**config.mk**
```make
export PLATFORM = sky130hd
export DESIGN_NAME = icache_axi_read
export DESIGN_NICKNAME = d
export VERILOG_FILES = /design/src/verilog/icache_pkg.sv /design/src/verilog/icache_axi_read.sv
export VERILOG_INCLUDE_DIRS = /design/src /design/src/verilog
export SDC_FILE = /design/constraint.sdc
export NUM_CORES = 1
export LEC_CHECK = 0
export BUFFER_PORTS_ARGS = -buffer_cell sky130_fd_sc_hd__buf_2
export CAP_MARGIN = 15
export CORE_AREA = 2 2 88 90
export CTS_CLUSTER_SIZE = 12
export DETAILED_ROUTE_END_ITERATION = 6
export DIE_AREA = 0 0 90 92
export GPL_TIMING_DRIVEN = 0
export PLACE_DENSITY = 0.65
export SETUP_SLACK_MARGIN = 0.4
export SYNTH_ARGS = -nofsm -noshare
export SYNTH_HDL_FRONTEND = slang
export SYNTH_SLANG_ARGS = --single-unit
```
**constraint.sdc**
```tcl
create_clock -name clock -period 2.46 [get_ports clock]
set_clock_uncertainty 0.2 [all_clocks]
set_input_delay 0.738 -clock clock [delete_from_list [all_inputs] [get_ports clock]]
set_output_delay 0.738 -clock clock [all_outputs]
set_load 0.01 [all_outputs]
```
**src/verilog/icache_defs.svh**
```systemverilog
`ifndef ICACHE_DEFS_SVH
`define ICACHE_DEFS_SVH

// fetch and axi address width
`define ICACHE_ADDR_W 32

// axi read data bus, one beat
`define ICACHE_DATA_W 64

// instruction word, half a beat
`define ICACHE_INSTR_W 32

// line geometry
`define ICACHE_BEATS 4     // beats per line, 32 bytes
`define ICACHE_BEAT_W 2    // beat index bits
`define ICACHE_SETS 64     // direct mapped
`define ICACHE_IDX_W 6     // set index bits
`define ICACHE_TAG_W 21    // 32 - 6 - 2 - 1 - 2

// axi arlen of a line refill (len minus one)
`define ICACHE_LINE_LEN 8'd3

// axi burst type code
`define AXI_BURST_INCR 2'b01

// axi arsize codes
`define AXI_SIZE_4B 3'd2   // uncached single word
`define AXI_SIZE_8B 3'd3   // full bus beat

`endif

```
**src/verilog/icache_pkg.sv**
```systemverilog
`include "icache_defs.svh"

package icache_pkg;

    // one fetch address, flat or split into cache fields
    typedef union packed {
        logic [`ICACHE_ADDR_W-1:0] raw;       // byte address as seen on axi
        struct packed {
            logic [`ICACHE_TAG_W-1:0]  tag;      // upper bits compared on lookup
            logic [`ICACHE_IDX_W-1:0]  index;    // set select
            logic [`ICACHE_BEAT_W-1:0] beat;     // 64-bit beat inside the line
            logic                      half;     // 32-bit half inside the beat
            logic [1:0]                byte_sel; // always zero for fetches
        } f;
    } fetch_addr_u;

    // read address channel, master to slave
    typedef struct packed {
        logic                      valid;
        logic [`ICACHE_ADDR_W-1:0] addr;
        logic [7:0]                len;   // beats minus one
        logic [2:0]                size;  // log2 bytes per beat
        logic [1:0]                burst;
    } axi_ar_t;

    // read data channel, slave to master
    typedef struct packed {
        logic                      valid;
        logic [`ICACHE_DATA_W-1:0] data;
        logic [1:0]                resp;  // carried, not checked
        logic                      last;
    } axi_r_t;

    // config write data
    typedef struct packed {
        logic enable;  // 1 = cached fetches
        logic flush;   // 1 = drop all lines
    } icache_cfg_t;

endpackage

```
**src/verilog/icache_axi_read.sv**
```systemverilog
`include "icache_defs.svh"

module icache_axi_read
    import icache_pkg::*;
(
    input  logic                      clock,
    input  logic                      reset,
    // request side, from the controller
    input  logic                      rd_req_i,     // taken only while rd_ready_o
    input  fetch_addr_u               rd_addr_i,
    input  logic [7:0]                rd_len_i,     // 0 = single word, 3 = line
    output logic                      rd_ready_o,
    // returned beats, straight from the r channel
    output logic                      beat_valid_o,
    output logic [`ICACHE_DATA_W-1:0] beat_data_o,
    output logic                      beat_last_o,
    // axi read channels
    output axi_ar_t                   axi_ar_o,
    input  logic                      axi_ar_ready_i,
    input  axi_r_t                    axi_r_i,
    output logic                      axi_r_ready_o
);

    // gray-ish encoding, one bit flips per step
    localparam logic [1:0] R_IDLE    = 2'b00;
    localparam logic [1:0] R_AR_WAIT = 2'b01;
    localparam logic [1:0] R_R_WAIT  = 2'b11;
    localparam logic [1:0] R_DONE    = 2'b10;

    logic [1:0]  state_q;
    logic [1:0]  state_d;
    fetch_addr_u addr_q;   // held for the whole ar handshake
    logic [7:0]  len_q;

    always_ff @(posedge clock or negedge reset) begin
        if (!reset) begin
            state_q <= R_IDLE;
        end else begin
            state_q <= state_d;
        end
    end

    always_comb begin
        state_d = state_q;
        case (state_q)
            R_IDLE: begin
                if (rd_req_i) state_d = R_AR_WAIT;  // ar valid next cycle
            end
            R_AR_WAIT: begin
                if (axi_ar_ready_i) state_d = R_R_WAIT;
            end
            R_R_WAIT: begin
                // last alone is not enough, it must come with valid
                if (axi_r_i.valid && axi_r_i.last) state_d = R_DONE;
            end
            R_DONE: begin
                state_d = R_IDLE;  // one quiet cycle between bursts
            end
            default: begin
                state_d = R_IDLE;
            end
        endcase
    end

    // latch the request while idle, ar fields must not move while valid
    always_ff @(posedge clock) begin
        if (state_q == R_IDLE && rd_req_i) begin
            addr_q <= rd_addr_i;
            len_q  <= rd_len_i;
        end
    end

    assign rd_ready_o = (state_q == R_IDLE);

    // ar channel
    assign axi_ar_o.valid = (state_q == R_AR_WAIT);
    assign axi_ar_o.addr  = addr_q.raw;
    assign axi_ar_o.len   = len_q;
    assign axi_ar_o.size  = (len_q == 8'd0) ? `AXI_SIZE_4B : `AXI_SIZE_8B;  // narrow if single
    assign axi_ar_o.burst = `AXI_BURST_INCR;

    // r channel, ready for the whole data phase
    assign axi_r_ready_o = (state_q == R_R_WAIT);

    // beats pass through combinationally, resp is dropped
    assign beat_valid_o = axi_r_i.valid & axi_r_ready_o;
    assign beat_data_o  = axi_r_i.data;
    assign beat_last_o  = axi_r_i.last;

endmodule

```
# Word level (Yosys, flattened, before mapping)
# Index checks and enable logic that the tools add are counted.
[word_totals]
word_cells = 20
reg_bits = 42
out_inout_bits = 114
[classes]
eq_ne = 6
n_reduce_logical = 5
bitwise = 1
mux = 5
[op_table]
columns = ["cell", "n"]
rows = [
  ["$logic_not A8 Y1", 1],
  ["$pmux W2 S4", 1],
  ["$mux W2", 3],
  ["$eq A2 B2 Y1 const B", 2],
  ["$ne A2 B1 Y1 const B", 2],
  ["$reduce_and A3 Y1", 1],
  ["$eq A2 B1 Y1 const B", 1],
  ["$logic_and A1 B1 Y1", 2],
  ["$logic_not A2 Y1", 1],
  ["$ne A2 B2 Y1 const B", 1],
  ["$and A1 B1 Y1", 1],
  ["$mux W1", 1],
]

# Longest topological paths before layout
# Gate-level depths: netlist (run 1).
[depth]
word_depth = 3
ltp_mapped = 2

# Least setup slack after synthesis (run 1)
# OpenSTA, ideal clock, no wires.
[synth_path]
path_type = "input to register"
from = "in rd_req_i"
to = "reg addr_q[0] (netlist bit), enable pin"
arrival_time_ns = 1.710
required_time_ns = 1.859
stages = 1
n_path_buf = 0
path_slack_ns = 0.149
cell_sequence = "and2_1"
[synth_via]
elab_chain_cells = 1
[synth_rtl]
columns = ["item", "line_no", "source"]
rows = [
  ["start, declared", "icache_axi_read.sv:9", "input logic rd_req_i,"],
  ["$logic_and A1 B1 Y1", "icache_axi_read.sv:67", "if (state_q == R_IDLE && rd_req_i) begin"],
  ["end signal, assigned", "icache_axi_read.sv:68", "addr_q <= rd_addr_i;"],
  ["end, declared", "icache_axi_read.sv:32", "fetch_addr_u addr_q;"],
]
# No other way between the ends.
# A chain may end at the register's enable or synchronous reset.

==> results.sh, run 1 <==
export IMPL_outcome="completed"
export IMPL_routabilityCongestion=0.723
export IMPL_syn_instance_count=126
export IMPL_antenna_found_initial=1
export IMPL_drv_cap=0
export IMPL_fp_row_count=32
export IMPL_p_int_mw=1.37
export IMPL_period_minus_slack_ns=2.12
export IMPL_synth_compound_area_share_pct=0.475
export IMPL_grt_pass1_vias=1289
export IMPL_met1_usage_pct=9.70
export IMPL_p_leak_nw=1.43
export IMPL_ys_warn_count=0
export IMPL_start_util_pct=24.8
export IMPL_synthXorXnorAreaFrac_pct=0
export IMPL_grt_use_total_pct=9.60
export IMPL_nets=406
export IMPL_drtAntennaViolNets=0
export IMPL_r2r_start="state_q[1]"
export IMPL_wl_per_cell_microns=10.8
export IMPL_cts_tree="yes"
export IMPL_cp_required_ns=1.52
export IMPL_drt_iter0_markers=26
export IMPL_relSlewSlack_pct=64.5
export IMPL_maxSlewViolCount=0
export IMPL_combPwrFrac_pct=25.7
export IMPL_cp_max_fo=2
export IMPL_hold_end="state_q[0]"
export IMPL_first_pass_iters=3
export IMPL_clk_pin_slew_ns=0.09
export IMPL_swShare_pct=29.2
export IMPL_grt_busiest_layer="met2"
export IMPL_dpl_hpwl_microns=3420
export IMPL_multi_input_area_sq_um=103
export IMPL_crit_start="len_q[7]"
export IMPL_seqCellArea_sq_mm=0.00125
export IMPL_clk_path_buf_depth=2
export IMPL_r2r_slack_ns=0.81
export IMPL_synth_seq_area_share_pct=67.8
export IMPL_whs_path_depth=1
export IMPL_final_cell_mix="buf_2 (154), buf_4 (72), edfxtp_1 (40), clkbuf_8 (5), conb_1 (4)"
export IMPL_pin_count=226
export IMPL_crit_type="reg2out"
export IMPL_place_ws_ns=0.223
export IMPL_synth_distinct_cells=12
export IMPL_grt_setup_unrepaired="true"
export IMPL_p_switching_uw=563
export IMPL_period_share_pct=86.3
export IMPL_synthMuxAreaShare_pct=0
export IMPL_critical_path_arrival_ns=1.18
export IMPL_io_buffer_count=155
export IMPL_syn_to_final_growth_pct=57.9
export IMPL_synth_area_sq_mm=0.00185
export IMPL_grtUsageMet3_pct=5.01
export IMPL_critPathLaunchType="flip-flop"
export IMPL_grt_max_degree=41
export IMPL_final_common_cell="buf_2"
export IMPL_seqPwrFrac_pct=50.2
export IMPL_cts_sinks=42
export IMPL_layout_drive_gt1_share_pct=81.7
export IMPL_synthSimpleGateAreaFrac_pct=3.05
export IMPL_hold_start="state_q[1]"
export IMPL_core_area_sq_mm=0.00745
export IMPL_tns_ns=0
export IMPL_die_area_sq_mm=0.00828
export IMPL_layout_setup_ws_ns=0.338
export IMPL_r2r_cells=2
export IMPL_die_w_microns=90
export IMPL_h_tree_depth=2
export IMPL_cts_buffers=5
export IMPL_detailroute_via_count=1422
export IMPL_grt_pass1_wl_microns=6220
export IMPL_clkLatencyLatePin_ns=0.30
export IMPL_hold_viol_final=0
export IMPL_grt_overflow=0
export IMPL_cts_root_buf="clkbuf_8"
export IMPL_postSynthAreaPerCell_sq_um=14.6
export IMPL_fillers=718
export IMPL_drc=0
export IMPL_place_area_sq_mm=0.00276
export IMPL_final_core_util_pct=39.1
export IMPL_vias_per_cell=3.57
export IMPL_synth_seq_cells=42
export IMPL_worstMarginPinSlew_ns=0.533
export IMPL_ir_drop_mv=0.520
export IMPL_wl_microns=4300
export IMPL_hp_class="reg2reg"
export IMPL_synth_top_family_by_area="buffers and inverters"
export IMPL_power_mw=1.93
export IMPL_synth_fa_ha_area_share_pct=0
export IMPL_reg2reg_to="addr_q[10]"
export IMPL_max_freq_mhz=471
export IMPL_setup_violations=0
export IMPL_clkPwrFrac_pct=24.1
export IMPL_end_kind="output port"
export IMPL_final_cell_area_sq_mm=0.00291
export IMPL_powerDensity_mw_per_mm2=662
export IMPL_die_y_microns=92
export IMPL_met2_usage_pct=17.1
power by group through the flow:
stage	clock network, mW	logic [mW]	registers (mW)
6_report	0.465	0.495	0.970
5_1_grt	0.516	0.541	0.985
4_1_cts	0.488	0.486	0.965
3_5_place_dp	0	0.478	0.979
3_3_place_gp	0	0.473	0.974
2_1_floorplan	0	0.217	1.01
cell families after synthesis:
logic type             count (synthesis)
buffers and inverters                 70
DFF                                   42
and+or+nand+nor                       11
other                                  2
AOI/OAI and AO/OA                      1
flip-flops by register name, summed over array words and instances (netlist names):
signal   count
addr_q      32
len_q        8
state_q      2
worst max-delay path by stage:
stage,to,slack [ns],cells after the start
global route,axi_ar_o[2],0.20,3
floorplan,addr_q[0],0.57,1
detailed placement,addr_q[2],0.22,2
finish,axi_ar_o[2],0.34,3
global placement,len_q[5],0.24,2
CTS,axi_ar_o[2],0.32,3
stage by stage:
| step | hold slack (ns) | cells |
|---|---|---|
| 6_report | 0.404 | 398 |
| 5_1_grt | 0.386 | 397 |
| 4_1_cts | 0.401 | 396 |
| 3_5_place_dp | 0.324 | 385 |
| 3_3_place_gp | 0.325 | 385 |
| 2_1_floorplan | 0.242 | 128 |
final cells by class:
class                      count  share of cell area [%]
sequential                    42                    43.0
buffer                        69                    17.8
antenna                        1                  0.0859
multi-input combinational     16                    3.52
clock inverter                 3                   0.816
timing repair buffer         159                    28.0
clock buffer                   5                    2.36
inverter                       1                   0.129
tap                          102                    4.38
worst max-delay path: stages (launching register included):
cell      delay (ns)
edfxtp_1        0.40
nor4_2          0.28
nand2_1         0.07
buf_2           0.14
per-layer routing:
layer | part of all wire [%] | wire length, microns
met1 | 31 | 1350
met2 | 53 | 2280
met3 | 15 | 638
met4 | 0.60 | 26
met5 | 0 | 0
synth_stat cells:
cell	count	area, sq um
a32oi_1	1	8.76
and2_1	2	12.5
and3_1	1	6.26
buf_4	69	518
conb_1	2	7.51
dfrtp_1	2	50.1
edfxtp_1	40	1200
inv_1	1	3.75
nand2_1	1	3.75
nand2b_1	1	6.26
nor2_1	4	15.0
nor4_1	2	12.5
what timing repair did:
action	in CTS	in global routing
hold buffers	1	0
setup endpoints to repair	2	44
buffers inserted	2	1
hold endpoints to repair	2	0
pin swaps	4	1
resized for setup	2	5
Note: power is estimated with default switching activity, not from simulation.
==> inputs of run 2 (changes only) <==
--- a/config.mk
+++ b/config.mk
@@ -8,2 +8,3 @@
 export LEC_CHECK = 0
+export ABC_AREA = 1
 export BUFFER_PORTS_ARGS = -buffer_cell sky130_fd_sc_hd__buf_2
@@ -16,3 +17,2 @@
 export PLACE_DENSITY = 0.65
-export SETUP_SLACK_MARGIN = 0.4
 export SYNTH_ARGS = -nofsm -noshare
==> constraint.sdc (replaced) <==
create_clock -name clock -period 2.46 [get_ports clock]
set_clock_uncertainty 0.2 [all_clocks]
set_input_delay 0.123 -clock clock [delete_from_list [all_inputs] [get_ports clock]]
set_output_delay 0.123 -clock clock [all_outputs]
set_load 0.01 [all_outputs]
==> run 2 against run 1 <==
Net effect:
- area after synthesis increased by 0.81%
- sequential share of layout area decreased by 5.8 points
- final area rose by 16%
- critical path depth rose by 1
- register-to-register slack improved by 0.02 ns
- utilization is 6.1 points higher
- sequential power down 2.1%
- non-clock buffer count increased by 43
- cell count rose by 12%
- combinational power rose by 9.5%
==> results.sh, run 2 <==
export IMPL_outcome="completed"
export IMPL_synth_edf_count=40
export IMPL_synthMostInstantiatedCell="buf_4"
export IMPL_powerDensity_mw_per_mm2=575
export IMPL_detailroute_via_count=1581
export IMPL_synth_area_sq_mm=0.00186
export IMPL_post_cts_buffers=0
export IMPL_r2r_cells=4
export IMPL_syn_to_final_growth_pct=81.0
export IMPL_cts_buffers=5
export IMPL_synth_area_leaders="edfxtp_1 (65%), buf_4 (28%), dfrtp_1 (2.7%)"
export IMPL_netlist_area_leader_share_pct=64.6
export IMPL_dpl_hpwl_microns=3530
export IMPL_synthSimpleGateAreaFrac_pct=3.03
export IMPL_grt_max_degree=22
export IMPL_die_y_microns=92
export IMPL_crit_end="state_q[0]"
export IMPL_end_kind="flip-flop"
export IMPL_clkLatencyLatePin_ns=0.28
export IMPL_drc=0
export IMPL_top_layer="met4"
export IMPL_tns_ns=0
export IMPL_setup_violations=0
export IMPL_dr_wl_met2_microns=2530
export IMPL_clk_pin_slew_ns=0.08
export IMPL_synth_seq_area_share_pct=67.2
export IMPL_io_buffer_count=155
export IMPL_period_share_pct=66.2
export IMPL_async_flop_share_pct=4.76
export IMPL_drtAntennaViolNets=0
export IMPL_place_ws_ns=0.862
export IMPL_r2r_start="state_q[1]"
export IMPL_max_freq_mhz=614
export IMPL_die_w_microns=90
export IMPL_drv_cap=0
export IMPL_largest_register="addr_q"
export IMPL_final_common_cell="buf_2"
export IMPL_die_area_sq_mm=0.00828
export IMPL_synth_distinct_cells=12
export IMPL_wl_microns=4600
export IMPL_crit_type="reg2reg"
export IMPL_maxSlewViolCount=0
export IMPL_ys_flop_type="edfxtp_1"
export IMPL_cts_root_buf="clkbuf_8"
export IMPL_final_cell_area_sq_mm=0.00337
export IMPL_critPathLaunchType="flip-flop"
export IMPL_ir_drop_mv=0.271
export IMPL_cts_repair_resized=0
export IMPL_cts_tree="yes"
export IMPL_h_tree_depth=2
export IMPL_synthMuxAreaShare_pct=0
export IMPL_fp_row_count=32
export IMPL_hold_buffers=45
export IMPL_place_inst=393
export IMPL_cp_max_fo=7
export IMPL_synth_compound_area_share_pct=0.672
export IMPL_cts_sinks=42
export IMPL_hold_viol_final=0
export IMPL_ys_warn_count=0
export IMPL_first_pass_iters=4
export IMPL_grt_pass1_wl_microns=6700
export IMPL_wl_met3_microns=444
export IMPL_synth_seq_cells=42
export IMPL_synth_fa_ha_area_share_pct=0
export IMPL_r2r_slack_ns=0.83
export IMPL_nets=455
export IMPL_grt_setup_unrepaired="false"
export IMPL_reg2reg_to="state_q[0]"
export IMPL_p_leak_nw=1.64
export IMPL_antenna_cells=0
export IMPL_layout_setup_ws_ns=0.831
export IMPL_hp_class="in2out"
export IMPL_hold_start="axi_r_i[14]"
export IMPL_syn_instance_count=132
export IMPL_postSynthAreaPerCell_sq_um=14.1
export IMPL_grt_use_total_pct=9.96
export IMPL_grt_pass1_vias=1473
export IMPL_wl_met1_microns=1600
export IMPL_wl_per_cell_microns=10.3
export IMPL_clk_path_buf_depth=2
export IMPL_core_area_sq_mm=0.00745
export IMPL_layout_drive_gt1_share_pct=68.3
export IMPL_synthXorXnorAreaFrac_pct=0
export IMPL_vias_per_cell=3.54
export IMPL_synth_top_cells_by_count="buf_4 (69), edfxtp_1 (40), nor2_1 (8)"
export IMPL_stdcell_count=446
export IMPL_crit_start="state_q[1]"
export IMPL_routabilityCongestion=0.630
export IMPL_drt_iter0_markers=23
export IMPL_grt_overflow=0
export IMPL_period_minus_slack_ns=1.63
export IMPL_largestRegisters="addr_q x32, len_q x8, state_q x2"
export IMPL_final_cell_mix="buf_2 (155), buf_4 (69), dlygate4sd3_1 (45), edfxtp_1 (40), nor2_1 (8)"
export IMPL_cp_required_ns=2.43
export IMPL_largest_reg_flops=32
export IMPL_start_util_pct=25.0
export IMPL_synth_top_family_by_area="buffers and inverters"
export IMPL_antenna_found_initial=0
export IMPL_critical_path_arrival_ns=1.60
export IMPL_place_area_sq_mm=0.00283
export IMPL_yosysTopAreaCell="edfxtp_1"
export IMPL_pin_count=226
## run 2: changes by cell type after synthesis, sizes merged
cell    delta
nor2       +4
inv        +3
and2       -2
nor4       -2
a21oi      +1
a32oi      -1
and3       -1
nand2      +1
nand2b     -1
nand4      +1
nor3       +1
nor3b      +1
o21a       +1
## run 2: worst min path at each step
stage	to	depth (start not counted)	slack, ns
global route	beat_data_o[24]	2	0.23
floorplan	state_q[0]	0	-0.37
CTS	beat_data_o[11]	2	0.23
global placement	state_q[1]	1	-0.29
finish	beat_data_o[11]	2	0.23
detailed placement	state_q[1]	1	-0.29
## run 2: cell type report
class | instances | area [sq um]
well taps | 102 | 128
clock inverters | 3 | 23.8
flip-flops and latches | 42 | 1250
fillers | 681 | 4080
repair buffers | 202 | 1270
clock buffers | 5 | 68.8
plain buffers | 69 | 518
multi-input cells | 19 | 95.1
inverters | 4 | 15.0
## run 2: power breakdown
group / internal (mW) / switching (mW) / total [mW]
sequential: 0.895 / 0.0557 / 0.950
clock: 0.203 / 0.242 / 0.445
combinational: 0.299 / 0.243 / 0.542
total: 1.40 / 0.541 / 1.94
## run 2: through the flow
step	power [mW]	hold slack, ns	utilization, %
CTS	1.98	0.230	45.2
global route	2.04	0.232	45.2
detailed placement	1.45	-0.289	37.9
finish	1.94	0.228	45.2
global placement	1.41	-0.290	37.4
floorplan	1.21	-0.373	-
## run 2: worst max-delay path, cell delays in order (launching register included)
cell and delay [ns]:
dfrtp_1 0.50, inv_1 0.06, a21oi_1 0.14, nor2_1 0.05
dlygate4sd3_1 0.55
## run 2: cells by family (layout without fill, tap and decap cells)
logic type,Yosys count,count (layout)
buffers and inverters,73,283
AOI/OAI and AO/OA,2,2
other,2,4
DFF,42,42
and+or+nand+nor,13,13
## run 2: metal layers
layer	global-route usage (%)	vias to the layer above
met1	10.4	673
met5	0	-
li1	-	786
met2	19.5	120
met3	2.38	2
met4	3.08	0
