File: src/verilog/icache_defs.svh
`ifndef ICACHE_DEFS_SVH
`define ICACHE_DEFS_SVH

// fetch and axi address width
`define ICACHE_ADDR_W 32

// axi read data bus, one beat
`define ICACHE_DATA_W 64

// instruction word, half a beat
`define ICACHE_INSTR_W 32

// line geometry
`define ICACHE_BEATS 4     // beats per line, 32 bytes
`define ICACHE_BEAT_W 2    // beat index bits
`define ICACHE_SETS 64     // direct mapped
`define ICACHE_IDX_W 6     // set index bits
`define ICACHE_TAG_W 21    // 32 - 6 - 2 - 1 - 2

// axi arlen of a line refill (len minus one)
`define ICACHE_LINE_LEN 8'd3

// axi burst type code
`define AXI_BURST_INCR 2'b01

// axi arsize codes
`define AXI_SIZE_4B 3'd2   // uncached single word
`define AXI_SIZE_8B 3'd3   // full bus beat

`endif

File: src/verilog/icache_pkg.sv
`include "icache_defs.svh"

package icache_pkg;

    // one fetch address, flat or split into cache fields
    typedef union packed {
        logic [`ICACHE_ADDR_W-1:0] raw;       // byte address as seen on axi
        struct packed {
            logic [`ICACHE_TAG_W-1:0]  tag;      // upper bits compared on lookup
            logic [`ICACHE_IDX_W-1:0]  index;    // set select
            logic [`ICACHE_BEAT_W-1:0] beat;     // 64-bit beat inside the line
            logic                      half;     // 32-bit half inside the beat
            logic [1:0]                byte_sel; // always zero for fetches
        } f;
    } fetch_addr_u;

    // read address channel, master to slave
    typedef struct packed {
        logic                      valid;
        logic [`ICACHE_ADDR_W-1:0] addr;
        logic [7:0]                len;   // beats minus one
        logic [2:0]                size;  // log2 bytes per beat
        logic [1:0]                burst;
    } axi_ar_t;

    // read data channel, slave to master
    typedef struct packed {
        logic                      valid;
        logic [`ICACHE_DATA_W-1:0] data;
        logic [1:0]                resp;  // carried, not checked
        logic                      last;
    } axi_r_t;

    // config write data
    typedef struct packed {
        logic enable;  // 1 = cached fetches
        logic flush;   // 1 = drop all lines
    } icache_cfg_t;

endpackage

File: src/verilog/icache_ctrl.sv
`include "icache_defs.svh"

module icache_ctrl
    import icache_pkg::*;
(
    input  logic                       clock,
    input  logic                       reset,
    input  logic                       enable_i,       // 0 = every fetch goes to axi
    // cpu fetch port
    input  logic                       fetch_req_i,
    input  fetch_addr_u                fetch_addr_i,
    output logic                       fetch_ready_o,
    output logic                       fetch_valid_o,
    output logic [`ICACHE_INSTR_W-1:0] fetch_instr_o,
    // array
    output logic                       lookup_en_o,
    output fetch_addr_u                lookup_addr_o,
    input  logic                       hit_i,
    input  logic [`ICACHE_INSTR_W-1:0] rdata_i,
    output logic                       fill_we_o,
    output fetch_addr_u                fill_addr_o,
    output logic [`ICACHE_DATA_W-1:0]  fill_data_o,
    output logic                       fill_done_o,
    // axi master
    output logic                       rd_req_o,
    output fetch_addr_u                rd_addr_o,
    output logic [7:0]                 rd_len_o,
    input  logic                       rd_ready_i,
    input  logic                       beat_valid_i,
    input  logic [`ICACHE_DATA_W-1:0]  beat_data_i,
    input  logic                       beat_last_i
);

    localparam logic [2:0] S_IDLE     = 3'd0;
    localparam logic [2:0] S_LOOKUP   = 3'd1;  // array result visible
    localparam logic [2:0] S_REQ      = 3'd2;  // waiting for the master to take rd_req
    localparam logic [2:0] S_REFILL   = 3'd3;
    localparam logic [2:0] S_RELOOKUP = 3'd4;
    localparam logic [2:0] S_UNCACHED = 3'd5;

    logic [2:0]                 state_q;
    logic [2:0]                 state_d;
    fetch_addr_u                addr_q;       // fetch in progress
    logic                       uncached_q;   // enable sampled at accept
    logic [`ICACHE_BEAT_W-1:0]  beat_cnt_q;   // next beat slot to fill
    logic                       unc_done_q;   // uncached word ready
    logic [`ICACHE_INSTR_W-1:0] instr_q;
    logic                       accept;
    logic                       beat_end;

    assign accept   = (state_q == S_IDLE) && fetch_req_i;
    assign beat_end = beat_valid_i && beat_last_i;

    always_ff @(posedge clock or negedge reset) begin
        if (!reset) begin
            state_q <= S_IDLE;
        end else begin
            state_q <= state_d;
        end
    end

    always_comb begin
        state_d = state_q;
        case (state_q)
            S_IDLE:     if (fetch_req_i) state_d = enable_i ? S_LOOKUP : S_REQ;
            S_LOOKUP:   state_d = hit_i ? S_IDLE : S_REQ;
            S_REQ:      if (rd_ready_i) state_d = uncached_q ? S_UNCACHED : S_REFILL;
            S_REFILL:   if (beat_end) state_d = S_RELOOKUP;
            S_RELOOKUP: state_d = S_LOOKUP;   // read back the fresh line
            S_UNCACHED: if (beat_end) state_d = S_IDLE;
            default:    state_d = S_IDLE;
        endcase
    end

    // request latch, payload only
    always_ff @(posedge clock) begin
        if (accept) addr_q <= fetch_addr_i;
    end

    always_ff @(posedge clock or negedge reset) begin
        if (!reset) begin
            uncached_q <= 1'b0;
            beat_cnt_q <= '0;
            unc_done_q <= 1'b0;
        end else begin
            if (accept) uncached_q <= !enable_i;
            if (state_q == S_REQ) beat_cnt_q <= '0;      // restart at beat 0
            else if (fill_we_o) beat_cnt_q <= beat_cnt_q + 1'b1;
            unc_done_q <= (state_q == S_UNCACHED) && beat_end;  // answer one cycle later
        end
    end

    // bit 2 picks the half, the slave drives the narrow word on its own lanes
    always_ff @(posedge clock) begin
        if (state_q == S_UNCACHED && beat_end) begin
            instr_q <= addr_q.f.half ? beat_data_i[`ICACHE_DATA_W-1:`ICACHE_INSTR_W]
                                     : beat_data_i[`ICACHE_INSTR_W-1:0];
        end
    end

    // lookup on accept when cached, and again after a refill
    assign lookup_en_o   = (accept && enable_i) || (state_q == S_RELOOKUP);
    assign lookup_addr_o = (state_q == S_RELOOKUP) ? addr_q : fetch_addr_i;

    // axi request, line aligned burst or single word
    always_comb begin
        rd_addr_o            = addr_q;
        rd_addr_o.f.byte_sel = '0;
        if (!uncached_q) begin
            rd_addr_o.f.beat = '0;
            rd_addr_o.f.half = 1'b0;
        end
    end
    assign rd_req_o = (state_q == S_REQ);  // held until rd_ready, leaves the same cycle
    assign rd_len_o = uncached_q ? 8'd0 : `ICACHE_LINE_LEN;

    // refill writes, beat slot counts up from 0
    always_comb begin
        fill_addr_o            = addr_q;
        fill_addr_o.f.beat     = beat_cnt_q;
        fill_addr_o.f.half     = 1'b0;
        fill_addr_o.f.byte_sel = '0;
    end
    assign fill_we_o   = (state_q == S_REFILL) && beat_valid_i;
    assign fill_data_o = beat_data_i;
    assign fill_done_o = fill_we_o && beat_last_i;  // tag and valid with the last beat

    // cpu side
    assign fetch_ready_o = (state_q == S_IDLE);
    assign fetch_valid_o = ((state_q == S_LOOKUP) && hit_i) || unc_done_q;
    assign fetch_instr_o = unc_done_q ? instr_q : rdata_i;

endmodule

File: config.mk
export PLATFORM = sky130hd
export DESIGN_NAME = icache_ctrl
export DESIGN_NICKNAME = d
export VERILOG_FILES = /design/src/verilog/icache_pkg.sv /design/src/verilog/icache_ctrl.sv
export VERILOG_INCLUDE_DIRS = /design/src /design/src/verilog
export SDC_FILE = /design/constraint.sdc
export NUM_CORES = 1
export LEC_CHECK = 0
export BUFFER_PORTS_ARGS = -buffer_cell sky130_fd_sc_hd__buf_2
export CAP_MARGIN = 20
export CORE_AREA = 2 2 135 137
export CTS_CLUSTER_SIZE = 10
export DETAILED_ROUTE_END_ITERATION = 10
export DIE_AREA = 0 0 137 139
export MAX_ROUTING_LAYER = met4
export PLACE_DENSITY_LB_ADDON = 0.05
export SETUP_SLACK_MARGIN = 0.5
export SYNTH_ARGS = -nofsm -noshare
export SYNTH_HDL_FRONTEND = slang
export SYNTH_SLANG_ARGS = --single-unit
export TNS_END_PERCENT = 20
File: constraint.sdc
create_clock -name clock -period 5.8 [get_ports clock]
set_input_delay 0.87 -clock clock [delete_from_list [all_inputs] [get_ports clock]]
set_output_delay 0.87 -clock clock [all_outputs]
set_load 0.01 [all_outputs]
# After elaboration in Yosys (flattened, before gate mapping)
# Cells that the tools add are included.
# op_classes
addsub,1
eq_ne,9
mux,15
n_reduce_logical,13
# ops
op,n
32-bit 2-to-1 mux,3
3-bit 2-to-1 mux,6
3-bit one-hot mux with 6 select lines,1
2-bit 2-to-1 mux,5
1-bit logical AND,7
3-bit by 2-bit equality test with 1-bit output (second input constant),2
3-bit equality test (second input constant),2
2-bit != test (second input constant),3
4-bit AND reduction,1
3-bit by 1-bit equality test with 1-bit output (second input constant),1
3-bit logical NOT,1
2-bit by 1-bit adder with 2-bit output (second input constant),1
1-bit logical OR,2
2-bit by 1-bit != test with 1-bit output (second input constant),1
2-bit nonzero test,1
1-bit logical NOT,1
# totals
ff_bits,71
out_inout_bits,206
elab_cells,44

# Longest topological paths before layout
# Gate-level depths: netlist of the first run.
# logic_depth
word_depth,4
ltp_mapped,5
mapped_depth_nobuf,4

# Worst setup path before layout of the first run
# OpenSTA, ideal clock, no wires.
# synth_timing
path_kind,input to register
startpoint,input beat_last_i
endpoint,"register instr_q[0], enable pin"
setup_time_ns,0.504
arrival_time_ns,4.066
required_ns,5.296
path_slack_ns,1.230
path_stages,2
path_cell_list,nand2_1 -> nor4_1
# synth_via
elab_chain_cells,2
# synth_rtl
item,line_no,rtl
"start, declared",icache_ctrl.sv:31,input logic beat_last_i
1-bit logical AND,icache_ctrl.sv:52,assign beat_end = beat_valid_i && beat_last_i;
1-bit logical AND,icache_ctrl.sv:95,if (state_q == S_UNCACHED && beat_end) begin
"end signal, assigned",icache_ctrl.sv:96,instr_q <= addr_q.f.half ? beat_data_i[`ICACHE_DATA_W-1:`ICACHE_INSTR_W]
"end, declared",icache_ctrl.sv:47,logic [`ICACHE_INSTR_W-1:0] instr_q;
# Every way passes these cells.
# A chain may end at the register's enable or synchronous reset.

==> impl_summary.md, run 1 <==
Logic synthesis
In this run, synthesis produced a sequential element count of 71. Of the synthesized area, sequential elements account for roughly 46%. The netlist area before placement is about 0.0045 mm^2.

After synthesis, the netlist uses 34 different library cells. After synthesis, the mean cell area works out to 12.87 um^2. For this run, the number of Yosys warnings is 0. The post-synthesis instance total is between 300 and 400.

GRT
The via count of the first global-routing pass is 3190. Global routing used between 20% and 30% of the available met2 tracks. In the global route stage, overall resource usage came out at 12.21%. The peak-usage layer in the global routing report is met2. Global routing used between 10% and 20% of the available met1 tracks. Entering global routing, the biggest net connects 35 pins. The total congestion overflow is 0. The initial antenna violation count is 0.

For met3 alone, demand over resource in global routing was 3.436%. The first global-routing pass estimated 17040 um of wire.

Outcome
The flow ran to the end, and the final reports show no timing, DRC or antenna violations.

Setup path
The highest fanout seen on the critical path is 33. The kind of end point of the critical path is a primary output. The worst setup path is launched from a register.

The largest incremental delay on the critical path is roughly 0.55 ns. The path type of the worst setup path is reg -> out. For the worst setup path, the data arrival time is 2.30 ns. The required time at the worst-slack endpoint is 4.93 ns. The depth of the worst register-to-register path is 3. The startpoint of the lowest-slack register-to-register path is state_q[2]. Walking the worst path, the cells encountered are inv_1 > nor3_4 > buf_4 > mux2_2 > buf_2. The cell with the largest stage delay on the worst path is sky130_fd_sc_hd__dfrtp_1. In this run the critical register-to-register path is captured at instr_q[8].

The setup slack of the most critical reg-to-reg path is 3.92 ns.

Placed design
In this run the tool buffered the top-level ports with 330 buffer cells. The instance area after placement is 0.005488 mm^2. The routability congestion estimate from global placement is 0.7105. Once detailed placement completed, the half-perimeter wirelength came to 9222 um.

STA
The final hold violation count came to 0. The pin slew with the least headroom to its limit is 0.7277 ns. The worst pin sits at a relative slew slack of 51.49%. In the final timing run, aggregate negative setup slack is 0 ns. The number of slew-limit violations in the final report is 0. For this run, the top clock speed supported by timing is 315.9 MHz. The worst clock skew is roughly 0.0087 ns. Setup repair after global routing left no endpoint under its margin. The total of endpoints with negative setup slack in the final report is 0. The final critical path takes up 54.59% of the cycle.

After layout, the minimum clock period comes to 3.166 ns.

Routing
Detailed routing inserted a total of 3232 vias. The average via count per standard cell is 4.045. The number of nets with antenna violations after routing is 0. The aggregate routed wire length is between 10000 and 15000 um.

The initial detailed-routing violation count is 118. The total DRC errors in the routed layout is 0. The final routed wire length divided by cell count is 14.52 um. The first-pass iteration count of the detailed router is 4.

CTS
The maximum level of the CTS H-tree is 3. The post-CTS clock slew at the launch and capture registers of the worst setup and hold paths is 0.06 ns. The later pin in the worst-skew pair is clocked with a latency of 0.34 ns. The clock tree root buffer cell is sky130_fd_sc_hd__clkbuf_16. In this run, CTS created clock tree buffers numbering 9.

The largest buffer count on any clock path is 2. The post-CTS resize count is 0. The cts-stage hold buffer count is 0.

TritonCTS built the clock tree. CTS saw 71 sinks. In this run the post-CTS setup repair buffer count came out at 0.

Power and ir drop
In this run the power density over the cells is 341.5 mW/mm^2. Across the VDD grid, the largest voltage drop is between 0.0001 and 0.00015 V. In this run the static leakage power is 2.665 nW.

Final layout
The multi-input combinational cells in the finished layout cover a total of 0.001389 mm^2. The most common library cell in the layout ignoring fill and taps is sky130_fd_sc_hd__buf_2. The number of filler cells placed in the layout is 1820. The number of nets in the layout is 701.

The top cell types in the final layout, fill and taps aside, are 330 x sky130_fd_sc_hd__buf_2, 95 x sky130_fd_sc_hd__mux2_2, 64 x sky130_fd_sc_hd__edfxtp_1, 11 x sky130_fd_sc_hd__conb_1, 9 x sky130_fd_sc_hd__clkbuf_16. After routing the design area is approximately 0.0058 mm^2. The share of final-layout standard cells stronger than drive strength 1 is 79.30%. The antenna diode instance count is 0. The sequential cells in the finished layout cover a total of roughly 0.0021 mm^2. At the end of the flow the core is filled with cells to 32.77%.

The synthesis-to-finish area growth is 27.41%.

Floorplan
In this run the core area contains 49 standard-cell rows. The floorplan step set the die height to 139 um. The region available for standard cell placement spans 0.01766 mm^2. The die is 137 um wide. The area enclosed by the die boundary is 0.01904 mm^2. The initial utilization of the core area, before any placement, comes to 25.72%. The I/O pin total is approximately 340.

Min path
The type of the worst min-delay path is in -> async.

Job
Max-cap violations in this run came to 0.
-- flip-flops by register name, summed over array words and instances (netlist names) --
| signal | flops |
|---|---|
| addr_q | 32 |
| instr_q | 32 |
| state_q | 3 |
| beat_cnt_q | 2 |
| unc_done_q | 1 |
| uncached_q | 1 |
-- where the power goes --
| part | switching (mW) | internal [mW] |
|---|---|---|
| logic | 0.351 | 0.321 |
| registers | 0.0910 | 0.664 |
| clock network | 0.217 | 0.332 |
-- Yosys cell counts --
cell	n	area (um^2)
sky130_fd_sc_hd__nor4_1	1	6.260
sky130_fd_sc_hd__clkbuf_1	2	7.510
sky130_fd_sc_hd__nand2_1	3	11.26
sky130_fd_sc_hd__and3_1	2	12.51
sky130_fd_sc_hd__buf_6	4	45.04
sky130_fd_sc_hd__nor3_4	1	16.27
sky130_fd_sc_hd__nor2b_1	1	6.260
sky130_fd_sc_hd__mux2i_1	2	20.02
sky130_fd_sc_hd__nor4b_1	1	8.760
sky130_fd_sc_hd__o31ai_1	1	7.510
sky130_fd_sc_hd__o21ai_0	1	5.000
sky130_fd_sc_hd__a22oi_1	1	7.510
sky130_fd_sc_hd__dfrtp_1	7	175.2
sky130_fd_sc_hd__conb_1	1	3.750
sky130_fd_sc_hd__a2111oi_2	1	15.01
sky130_fd_sc_hd__buf_2	6	30.03
sky130_fd_sc_hd__mux2_2	95	1070
sky130_fd_sc_hd__a31o_2	1	8.760
sky130_fd_sc_hd__buf_4	132	991.0
sky130_fd_sc_hd__nand4b_4	1	23.77
sky130_fd_sc_hd__o41ai_1	1	8.760
sky130_fd_sc_hd__and2_1	4	25.02
sky130_fd_sc_hd__a211oi_1	1	7.510
sky130_fd_sc_hd__a2111oi_0	1	8.760
sky130_fd_sc_hd__or3_1	1	6.260
sky130_fd_sc_hd__inv_1	7	26.28
sky130_fd_sc_hd__a21o_1	1	7.510
sky130_fd_sc_hd__nand3_1	1	5.000
sky130_fd_sc_hd__and2b_2	1	8.760
sky130_fd_sc_hd__a41oi_1	1	8.760
sky130_fd_sc_hd__mux2_1	1	11.26
sky130_fd_sc_hd__nor3_1	2	10.01
sky130_fd_sc_hd__a21oi_1	3	15.01
sky130_fd_sc_hd__edfxtp_1	64	1922
-- critical path: cells and delay by family, from the launching register on --
kind | cells | cell delay, ns
multiplexers | 1 | 0.40
buffers and inverters | 3 | 0.79
AND/OR/NAND/NOR | 1 | 0.20
flip-flops | 1 | 0.55
-- stage by stage --
| stage | instances | worst slack (ns) | hold WS (ns) | power (mW) |
|---|---|---|---|---|
| 3_5_place_dp | 783 | 2.913 | 0.5366 | 1.451 |
| 6_report | 799 | 2.634 | 0.3618 | 1.976 |
| 3_3_place_gp | 783 | 2.919 | 0.5307 | 1.459 |
| 2_1_floorplan | 363 | 1.230 | 0.5638 | 1.300 |
| 4_1_cts | 799 | 2.599 | 0.3506 | 2.018 |
| 5_1_grt | 799 | 2.495 | 0.3560 | 2.102 |
-- routing by layer --
layer / routed length [um] / part of all wire, %
met1: 4041 / 35
met5: 0 / 0
met4: 181 / 1.6
met2: 6535 / 56
met3: 839 / 7.2
-- final cells by class --
class	count	area share, %
Clock buffer	9	3.892
Clock inverter	7	1.276
Inverter	7	0.4541
Multi-Input combinational cell	141	24.00
Sequential cell	71	36.24
Tap cell	229	4.951
Timing Repair Buffer	335	29.19
-- cell families (layout without fill, tap and decap cells) --
logic type             count (synthesis)  in the layout  synth area share [%]
AND/OR/NAND/NOR                       19             19                 3.086
multiplexers                          98             98                 24.24
other                                  1             11               0.08257
flip-flops                            71             71                 46.17
buffers and inverters                151            358                 24.21
AO/OA/AOI/OAI                         13             13                 2.204
-- worst max-delay path by stage --
stage | start | endpoint | slack [ns]
final | state_q[2] | lookup_addr_o[3] | 2.63
after global routing | state_q[2] | lookup_addr_o[3] | 2.49
after CTS | state_q[2] | lookup_addr_o[0] | 2.60
after detailed placement | fetch_req_i | lookup_en_o | 2.91
after global placement | fetch_req_i | lookup_en_o | 2.92
after floorplan | beat_last_i | instr_q[0] | 1.23
Power figures use the tool's default switching activity.
==> run 2: changes to the inputs <==
--- a/config.mk
+++ b/config.mk
@@ -8,10 +8,10 @@
 export LEC_CHECK = 0
 export BUFFER_PORTS_ARGS = -buffer_cell sky130_fd_sc_hd__buf_2
 export CAP_MARGIN = 20
-export CORE_AREA = 2 2 135 137
+export CORE_AREA = 2 2 132 134
 export CTS_CLUSTER_SIZE = 10
 export DETAILED_ROUTE_END_ITERATION = 10
-export DIE_AREA = 0 0 137 139
+export DIE_AREA = 0 0 134 136
 export MAX_ROUTING_LAYER = met4
 export PLACE_DENSITY_LB_ADDON = 0.05
 export SETUP_SLACK_MARGIN = 0.5
==> constraint.sdc (replaced) <==
create_clock -name clock -period 2.85 [get_ports clock]
set_input_delay 0.4275 -clock clock [delete_from_list [all_inputs] [get_ports clock]]
set_output_delay 0.4275 -clock clock [all_outputs]
set_load 0.01 [all_outputs]
==> run 2 against run 1 <==
Worst hold slack got worse by 0.081 ns. Routed wire length rose by 5.8%. Clock skew fell by 0.0015 ns. Die area shrank 4.3%. Combinational power increased by 130%. Global-route usage up 0.83 points. Setup slack lost 2.0 ns. Final area up 2.3%. Clock-buffer cell count grew 7. Power grew 110%. Flip-flop and latch count stayed put. Largest power group is now combinational logic.
==> impl_summary.md, run 2 (synthesis results as in run 1) <==
GRT
The total congestion overflow is 0 (unchanged). The maximum number of pins on one net before global-route repair is 34 (-2.9%). The total global routing track utilization came to 13.04% (+0.83 points). The via count of the first global-routing pass is 3117 (-2.3%).

The initial antenna violation count is 0 (unchanged). The wire length of the first global-routing pass came to 17190 um (+0.89%).

Setup path
STA classifies the critical path endpoint as a primary output. The setup slack of the most critical reg-to-reg path came to 1.05 ns (-2.87 ns). The arrival time at the worst endpoint came to 1.81 ns (-0.49 ns). The worst path buffer plus inverter count came to 2 (-1). The critical path goes through nor3_4 > bufbuf_16 > mux2_2 > buf_2. The highest fanout seen on the critical path is 16 (-52%). The worst setup path is launched from a register. The path type of the worst setup path is reg -> out. The largest incremental delay on the critical path was 0.46 ns (-0.09 ns). The largest individual stage delay along the critical path comes from the cell sky130_fd_sc_hd__dfrtp_2.

The kind of cell adding the most delay to the critical path is buffers and inverters. The required time at the worst-slack endpoint was 2.42 ns (-2.51 ns).

STA
The final hold violation count is 0 (unchanged). The setup total negative slack is 0 ns (unchanged). Setup repair after global routing left no endpoint under its margin. In the finished design, the share of the clock period the worst path needs comes to between 70% and 80%. The setup slack after layout is 0.6149 ns (-2.019 ns).

The normalized max-slew margin was 47.20% (-4.3 points). The shortest clock period the worst path allows after layout is 2.235 ns. The pin slew with the least headroom to its limit is 0.7919 ns (+0.06426 ns). Derived from the worst setup path, the maximum achievable clock frequency is 447.4 MHz. The total of endpoints with negative setup slack in the final report is 0 (unchanged).

The worst clock skew is 0.007199 ns (-0.001497 ns). The worst hold slack after final layout is 0.2805 ns (-0.08125 ns). The number of slew-limit violations in the final report is 0 (unchanged).

Placed design
The routability congestion estimate from global placement is 0.7507 (+5.7%). The total half-perimeter wirelength after legalization and detailed placement is 9641 um (+4.5%). The total of buffers placed on input and output ports is 330 (unchanged). The pre-CTS worst setup slack is 0.6694 ns (-2.244 ns).

Floorplan
The number of cell rows is 48 (-2.0%). The I/O pin total is 342 (unchanged). The area enclosed by the die boundary is 0.01822 mm^2 (-4.3%). The area inside the core boundary is 0.01688 mm^2 (-4.4%). The width of the chip was 134 um (-2.2%).

The starting density of the core was 26.91% (+1.2 points). The die height came to 136 um (-2.2%).

Routing
The average via count per standard cell is 4.057 (+0.30%). The overall via count from detail_route is 3274 (+1.3%). The final routed wire length divided by cell count is 15.20 um (+4.7%).

The routed length on met2 is 6600 um (+0.99%). The detailed-route wire length on metal 1 came to 4529 um (+12%). The routed length on met3 is 901 um (+7.4%).

The first-pass iteration count of the detailed router is 4 (unchanged). The number of nets with antenna violations after routing was 0 (unchanged). The highest metal layer used by the detailed router is met4. The aggregate routed wire length was 12270 um (+5.8%).

The total DRC errors in the routed layout is 0 (unchanged). The initial detailed-routing violation count is 93 (-21%).

Final layout
The library cell used most frequently in the layout, excluding fill and tap cells, is sky130_fd_sc_hd__buf_2. The antenna diode instance count is 0 (unchanged). The share of final-layout standard cells stronger than drive strength 1 is 79.55% (+0.26 points). In the final layout, the registers with the most flip-flops are addr_q: 32 flops, instr_q: 32 flops, state_q: 3 flops. The number of nets in the layout is 713 (+1.7%). The synthesis-to-finish area growth is 30.36%.

The number of filler cells placed in the layout came to 1770 (-2.7%). The library cells used most frequently in the layout, excluding fill and tap cells, are 330 x sky130_fd_sc_hd__buf_2, 95 x sky130_fd_sc_hd__mux2_2, 64 x sky130_fd_sc_hd__edfxtp_1, 13 x sky130_fd_sc_hd__buf_4, 11 x sky130_fd_sc_hd__conb_1.

CTS
The number of buffers created by CTS is 9 (unchanged). TritonCTS built the clock tree. The insertion delay of the later-clocked pin in the worst-skew pair is 0.33 ns (about the same). The post-CTS clock slew at the launch and capture registers of the worst setup and hold paths is 0.05 ns (about the same).

The clock tree root buffer cell is sky130_fd_sc_hd__clkbuf_16. The number of clock sinks seen by CTS came to 71 (unchanged). The maximum level of the CTS H-tree came to 3 (unchanged).

The largest buffer count on any clock path is 2 (unchanged).

Min path
The type of the worst min-delay path is in -> reg.

Power and ir drop
The total power came to 4.133 mW (+110%). The leakage power of the design was 2.745 nW (+3.0%). The power density over the cells is 698.0 mW/mm^2 (+100%). The peak supply drop came to 0.0003201 V (+120%).

Job
The count of maximum capacitance violations is 0 (unchanged).

Outcome
The flow ran to the end, and the final reports show no timing, DRC or antenna violations.
[run 2: cell count changes in the layout (fill, tap and decap cells not counted), moves of 2 or more]
cell and delta:
sky130_fd_sc_hd__buf_4 +8, sky130_fd_sc_hd__clkbuf_1 +4, sky130_fd_sc_hd__dfrtp_2 +3, sky130_fd_sc_hd__clkbuf_8 +3, sky130_fd_sc_hd__clkinvlp_4 -4, sky130_fd_sc_hd__buf_12 +2, sky130_fd_sc_hd__dfrtp_1 -3
[run 2: what timing repair did]
action / 4_1_cts / 5_1_grt
buffers inserted: 4 / 5
pin swaps: 1 / 0
hold endpoints to repair: 7 / 0
gates resized for setup: 3 / 0
cloned: 1 / 0
setup endpoints to repair: 33 / 22
hold buffers: 1 / 0
[run 2: final timing paths]
path	start	to	cells after the start
max in group asynchronous	reset	state_q[0]	2
worst max-delay path	state_q[0]	lookup_addr_o[3]	4
worst max register to register	state_q[0]	addr_q[21]	3
min in group asynchronous	reset	uncached_q	2
worst min-delay path	fetch_addr_i[25]	addr_q[25]	1
worst min register to register	beat_cnt_q[0]	beat_cnt_q[0]	2
[run 2: stage by stage]
stage | utilization, % | instances | area [um^2]
2_1_floorplan | - | 363 | 4594
6_report | 35.08 | 807 | 5921
4_1_cts | 34.86 | 802 | 5883
3_3_place_gp | 32.74 | 780 | 5525
5_1_grt | 35.08 | 807 | 5921
3_5_place_dp | 32.74 | 780 | 5525
[run 2: power breakdown]
group / internal (mW) / switching, mW
Combinational: 0.770 / 0.796
Sequential: 1.36 / 0.142
Clock: 0.662 / 0.405
Total: 2.79 / 1.34
[run 2: metal layers]
metal  vias up  global-route usage [%]
li1       1563                       -
met1      1518                   13.84
met2       176                   23.36
met3        17                   3.207
met4         0                   5.201
met5         -                       -
[run 2: final cells by class]
type	instances	area, um^2	share of cell area [%]
flip-flops and latches	71	2101	35.48
well taps	225	281.5	4.755
repair buffers	347	1832	30.94
clock buffers	16	281.5	4.755
inverters	7	26.28	0.4438
multi-input cells	141	1399	23.63
